--- config.mk ---
export PLATFORM = sky130hd
export DESIGN_NAME = icache_cfg_regs
export DESIGN_NICKNAME = d
export VERILOG_FILES = /design/src/icache_pkg.sv /design/src/icache_cfg_regs.sv
export SDC_FILE = /design/constraint.sdc
export NUM_CORES = 1
export LEC_CHECK = 0
export ABC_AREA = 1
export BUFFER_PORTS_ARGS = -buffer_cell sky130_fd_sc_hd__clkbuf_2
export CAP_MARGIN = 20
export CORE_MARGIN = 3
export CORE_UTILIZATION = 45
export CTS_CLUSTER_DIAMETER = 50
export DETAILED_ROUTE_END_ITERATION = 16
export PLACE_DENSITY = 0.76
export SETUP_SLACK_MARGIN = 0.02
export SYNTH_ARGS = -nofsm -noshare
export SYNTH_HDL_FRONTEND = slang
export SYNTH_SLANG_ARGS = --single-unit
--- constraint.sdc ---
create_clock -name clk -period 1.6 [get_ports clk]
set_clock_uncertainty 0.1 [all_clocks]
set_input_delay 0.08 -clock clk [delete_from_list [all_inputs] [get_ports clk]]
set_output_delay 0.08 -clock clk [all_outputs]
set_load 0.005 [all_outputs]
--- src/icache_pkg.sv ---
package icache_pkg;

    ////////////////////
    // Cache geometry
    localparam int ADDR_W      = 32;
    localparam int WAYS        = 2;
    localparam int LINE_WORDS  = 8;
    localparam int SUB_LINE_W  = 3;
    localparam int LINES       = 64;
    localparam int LINE_ADDR_W = 6;
    // 32 minus byte, word and set bits
    localparam int TAG_W       = 21;

    // Burst length minus one
    localparam logic [4:0] MEM_RLEN = 5'(LINE_WORDS - 1);

    localparam int CNT_W = 32;

    ////////////////////
    // Register map
    typedef enum logic [2:0] {
        REG_CTRL   = 3'd0,
        REG_FENCE  = 3'd1,
        REG_STATUS = 3'd2,
        REG_HITS   = 3'd3,
        REG_MISSES = 3'd4
    } cfg_reg_e;

    // Line fill sequencing
    typedef enum logic [1:0] {
        FILL_IDLE = 2'd0,
        FILL_REQ  = 2'd1,
        FILL_DATA = 2'd2
    } fill_state_e;

endpackage

--- src/icache_cfg_regs.sv ---
`timescale 1ns/1ps

module icache_cfg_regs (
    input  logic                               clk,
    input  logic                               rst,
    input  logic                               cfg_wr,
    input  icache_pkg::cfg_reg_e               cfg_addr,
    input  logic [31:0]                        cfg_wdata,
    output logic [31:0]                        cfg_rdata,
    input  logic                               hit_pulse,
    input  logic                               miss_pulse,
    output logic                               cache_on,
    output logic                               fence_active,
    output logic [icache_pkg::LINE_ADDR_W-1:0] fence_index
);

    logic [icache_pkg::CNT_W-1:0] hit_count;
    logic [icache_pkg::CNT_W-1:0] miss_count;

    ////////////////////
    // Enable and fence
    always_ff @(posedge clk) begin
        if (rst) begin
            cache_on     <= 1'b0;
            fence_active <= 1'b0;
            fence_index  <= '0;
        end else begin
            if (cfg_wr && cfg_addr == icache_pkg::REG_CTRL) begin
                cache_on <= cfg_wdata[0];
            end
            // One pass over every set, ends when the index wraps
            if (cfg_wr && cfg_addr == icache_pkg::REG_FENCE) begin
                fence_active <= 1'b1;
            end else if (fence_active && &fence_index) begin
                fence_active <= 1'b0;
            end
            if (fence_active) begin
                fence_index <= fence_index + 1'b1;
            end
        end
    end

    ////////////////////
    // Hit and miss counters
    always_ff @(posedge clk) begin
        if (rst) begin
            hit_count  <= '0;
            miss_count <= '0;
        end else begin
            if (cfg_wr && cfg_addr == icache_pkg::REG_HITS) begin
                hit_count <= '0;
            end else if (hit_pulse) begin
                hit_count <= hit_count + 1'b1;
            end
            if (cfg_wr && cfg_addr == icache_pkg::REG_MISSES) begin
                miss_count <= '0;
            end else if (miss_pulse) begin
                miss_count <= miss_count + 1'b1;
            end
        end
    end

    // Read mux
    always_comb begin
        case (cfg_addr)
            icache_pkg::REG_CTRL:   cfg_rdata = {31'd0, cache_on};
            icache_pkg::REG_STATUS: cfg_rdata = {31'd0, fence_active};
            icache_pkg::REG_HITS:   cfg_rdata = hit_count;
            icache_pkg::REG_MISSES: cfg_rdata = miss_count;
            default:                cfg_rdata = '0;
        endcase
    end

endmodule

## After elaboration in Yosys (flattened, before gate mapping)

Index checks and enable logic that the tools add are counted.

| word-level totals | value |
|---|---|
| output and inout port bits | 40 |
| flip-flop bits (word level) | 72 |
| input port bits | 40 |
| word-level logic and storage cells | 25 |

| cells by class | value |
|---|---|
| add/sub/neg operators | 3 |
| mux-type cells | 3 |
| reductions and logical operators | 10 |
| equal/unequal tests | 4 |

Operators with widths:

| operator | number |
|---|---|
| 32-bit one-hot mux with 4 select lines | 1 |
| 32-bit by 1-bit adder with 32-bit output, second input constant | 2 |
| 6-bit by 1-bit adder with 6-bit output, second input constant | 1 |
| 3-bit by 2-bit equality test with 1-bit output, second input constant | 2 |
| 6-bit AND reduction | 1 |
| 1-bit logical AND | 5 |
| 2-bit OR reduction | 2 |
| 3-bit by 1-bit equality test with 1-bit output, second input constant | 1 |
| 3-bit equality test, second input constant | 1 |
| 3-bit logical NOT | 1 |
| 1-bit 2-to-1 mux | 2 |
| 2-bit nonzero test | 1 |

## Logic depth before layout (Yosys ltp)

| logic depth | value |
|---|---|
| depth after elaboration | 4 |
| gate-level depth with buffers | 9 |
| gate-level depth less buffers | 9 |

## Worst setup path after synthesis

Ideal clock, no wire load.

| timing path | value |
|---|---|
| path kind | register to register |
| start point | reg hit_count[1] in the netlist's numbering |
| end point | reg hit_count[28] in the netlist's numbering |
| arrival | 1.170 ns |
| setup slack | 0.215 ns |
| library setup time | 0.115 ns |
| clock period less this slack | 1.385 ns |
| data required time | 1.385 ns |
| cell stages (with the launch flop) | 9 |
| path buffers | 0 |
| cell sequence | dfxtp_1 -> ha_1 -> inv_1 -> nor2_2 -> nand3_4 -> nor2_8 -> nand3_1 -> nand2_1 -> nor2_1 |

| between the ends | value |
|---|---|
| word-level cells in the longest chain between the ends | 1 |

RTL lines:

| what | RTL line | source |
|---|---|---|
| from (decl) | icache_cfg_regs.sv:17 | `logic [icache_pkg::CNT_W-1:0] hit_count;` |
| from (signal assigned) | icache_cfg_regs.sv:53 | `hit_count <= hit_count + 1'b1;` |
| 32-bit by 1-bit adder with 32-bit output | icache_cfg_regs.sv:53 |  |

No other way between the ends.
A chain may end at the register's enable or synchronous reset.

## Final worst setup path

| timing path | value |
|---|---|
| start point | reg hit_count[0] in the netlist's numbering |
| end point | reg hit_count[30] in the netlist's numbering |

The elaborated chain is that of the path after synthesis.

==> results.sh <==
export IMPL_grt_use_met2_pct=40.2
export IMPL_avgSynthCellArea_um2=6.38
export IMPL_hold_ws_ps=72.4
export IMPL_grt_busiest_layer="met2"
export IMPL_drc=0
export IMPL_ioPinCount=80
export IMPL_final_nets=794
export IMPL_hold_viol=0
export IMPL_die_area_um2=10900
export IMPL_yosysWarnings=0
export IMPL_dieWidth_um=105
export IMPL_drive_gt1_share_pct=22.0
export IMPL_relSlewSlack_pct=76.4
export IMPL_via_per_inst=5.27
export IMPL_wire_per_inst_um=13.9
export IMPL_area_growth_pct=20.1
export IMPL_endpoint_kind="register"
export IMPL_drt_iter0_drc=289
export IMPL_io_buffers=48
export IMPL_min_period_ps=1490
export IMPL_ys_types=35
export IMPL_synth_top_cells_by_area="dfxtp_1 (33%), nand2_1 (14%), nor2_1 (10%)"
export IMPL_hpwlAfterDp_um=9400
export IMPL_path_class="reg2reg"
export IMPL_drv_slew=0
export IMPL_tritoncts="yes"
export IMPL_ys_ff_latch=72
export IMPL_syn_num_nets=728
export IMPL_initial_core_util_pct=46.9
export IMPL_via_count=4665
export IMPL_yosysSeqAreaShare_pct=33.0
export IMPL_clk_path_buf_depth=2
export IMPL_gr_usage_met3_pct=3.03
export IMPL_yosysTopAreaCell="dfxtp_1"
export IMPL_antenna_found_initial=0
export IMPL_overflow=0
export IMPL_cts_root_buffer="clkbuf_8"
export IMPL_yosysTopAreaCellShare_pct=33.0
export IMPL_core_area_um2=9330
export IMPL_worstMarginPinSlew_ps=354
export IMPL_die_h_um=105
export IMPL_first_pass_iters=5
export IMPL_grt_pass1_wl_um=20700
export IMPL_synthCells=685
export IMPL_grtUsageTotal_pct=22.8
export IMPL_wl_um=12300
export IMPL_p_per_area_nw_per_um2=759
export IMPL_drv_cap=0
export IMPL_leakage_nw=2.01
export IMPL_rsz0062_at_grt="yes"
export IMPL_hold_path_class="in2reg"
export IMPL_critical_path_arrival_ps=1660
export IMPL_use_met1_pct=27.8
export IMPL_grt_pass1_vias=4504
export IMPL_crit_fanout=6
export IMPL_setup_violations_final=0
export IMPL_critPathLaunchType="register"
export IMPL_final_util_pct=56.3
export IMPL_clk_latency_ps=360
export IMPL_clk_pin_slew_ps=80
export IMPL_layout_worst_path_cycle_share_pct=93.2
export IMPL_netlist_area_um2=4370
export IMPL_numCtsBuffers=9
export IMPL_routabilityCongestion=0.887
export IMPL_outcome="finished clean"
export IMPL_rows=35
export IMPL_ir_drop_v=0.000479
export IMPL_required_ps=1760
export IMPL_cts_sinks=72
export IMPL_grt_max_degree=23
export IMPL_fmax_mhz=670
export IMPL_diodes=0
export IMPL_ant_nets=0
export IMPL_htreeDepth=3
## power breakdown
group / total, W / internal, W / switching, W / leakage, nW
clock network: 0.00196 / 0.00124 / 0.000719 / 0.130
logic: 0.000210 / 0.0000786 / 0.000132 / 1.30
registers: 0.00182 / 0.00180 / 0.0000123 / 0.586
## metrics by stage
step / instances / setup TNS, ps / setup slack, ps / total power [W] / instance area (um^2)
global placement: 862 / 0 / 79.3 / 0.00204 / 4810
global route: 885 / -4.25 / -4.25 / 0.00408 / 5250
CTS: 884 / 0 / 30.9 / 0.00398 / 5140
detailed placement: 862 / 0 / 29.6 / 0.00205 / 4810
finish: 885 / 0 / 108 / 0.00398 / 5250
floorplan: 685 / 0 / 215 / 0.00198 / 4370
## metal layers
metal,routed length [um],up-vias
met1,5120,2134
met3,652,32
met5,0,-
met4,320,0
li1,-,2340
met2,6180,159
## cell usage in the layout, fill, tap and decap left out, types with 2 or more instances in the layout
cell type / Yosys / final
nand2_2: 13 / 14
a22o_1: 6 / 6
nand2_1: 161 / 160
ha_1: 3 / 2
clkbuf_2: 0 / 47
nand3_2: 5 / 7
nor2_2: 19 / 21
nand3_1: 48 / 46
nand3b_1: 2 / 2
clkbuf_8: 0 / 10
nor3_1: 16 / 16
o21ai_1: 2 / 2
nor3_4: 0 / 2
o22ai_1: 12 / 12
nand4_1: 13 / 13
inv_2: 6 / 7
dfxtp_2: 0 / 11
nor2_4: 12 / 18
xor2_1: 2 / 2
o21ai_0: 30 / 30
inv_1: 77 / 76
nor3b_2: 2 / 2
dfxtp_1: 72 / 61
nor2_1: 120 / 112
bufinv_16: 0 / 4
dlygate4sd3_1: 0 / 6
buf_4: 3 / 13
a21oi_1: 37 / 37
## final timing paths
path / startpoint / end / slack [ps] / depth (start not counted)
max reg2reg: hit_count[0] / hit_count[30] / 110 / 8
max: hit_count[0] / hit_count[30] / 110 / 8
min: miss_pulse / miss_count[24] / 70 / 4
min reg2reg: hit_count[0] / hit_count[0] / 390 / 2
## cells by family (layout without fill, tap and decap cells)
| family | Yosys count | count (layout) | synth area share (%) |
|---|---|---|---|
| simple gates | 418 | 418 | 45.0 |
| buf+inv | 98 | 169 | 8.93 |
| compound gates | 91 | 91 | 11.6 |
| flops | 72 | 72 | 33.0 |
| fa+ha+maj | 3 | 3 | 0.859 |
| xor+xnor | 3 | 3 | 0.601 |
## worst max-delay path, stage by stage (launching register included)
cell and delay, ps:
dfxtp_2 360, ha_2 220, nand3_1 80, nor2_1 160, nand2_1 130, nor2_4 160, nand3_1 90, nand2_1 70
nor2_1 40
## sequential cells by signal, summed over array words and instances (netlist names)
signal        flops
hit_count        32
fence_index       6
fence_active      1
cache_on          1
miss_count       32
## cell type report
type / instances / area [um^2]
fill: 885 / 4080
multi-input combinational: 515 / 2620
sequential: 72 / 1460
timing repair buffer: 69 / 432
inverter: 84 / 315
tap: 129 / 161
clock buffer: 11 / 141
clock inverter: 5 / 128
## synth_stat cells (all sizes together)
library cell / count
a32o: 1
clkbuf: 2
a22o: 6
a211oi: 1
o21ai: 33
nor3b: 2
nand3b: 2
dfxtp: 72
buf: 12
o2111ai: 1
and2: 1
nand3: 54
xnor2: 1
a21oi: 37
o22ai: 12
ha: 3
nand4: 13
xor2: 2
inv: 83
nor3: 19
nand2: 175
nor2: 152
clkinv: 1
## timing repair
| item | 4_1_cts | 5_1_grt |
|---|---|---|
| resized for setup | 0 | 35 |
| setup endpoints to repair | 0 | 30 |
| setup buffers | 0 | 1 |
| hold endpoints to repair | 3 | 0 |
| hold buffers | 6 | 0 |
Note: power is estimated with default switching activity, not from simulation.
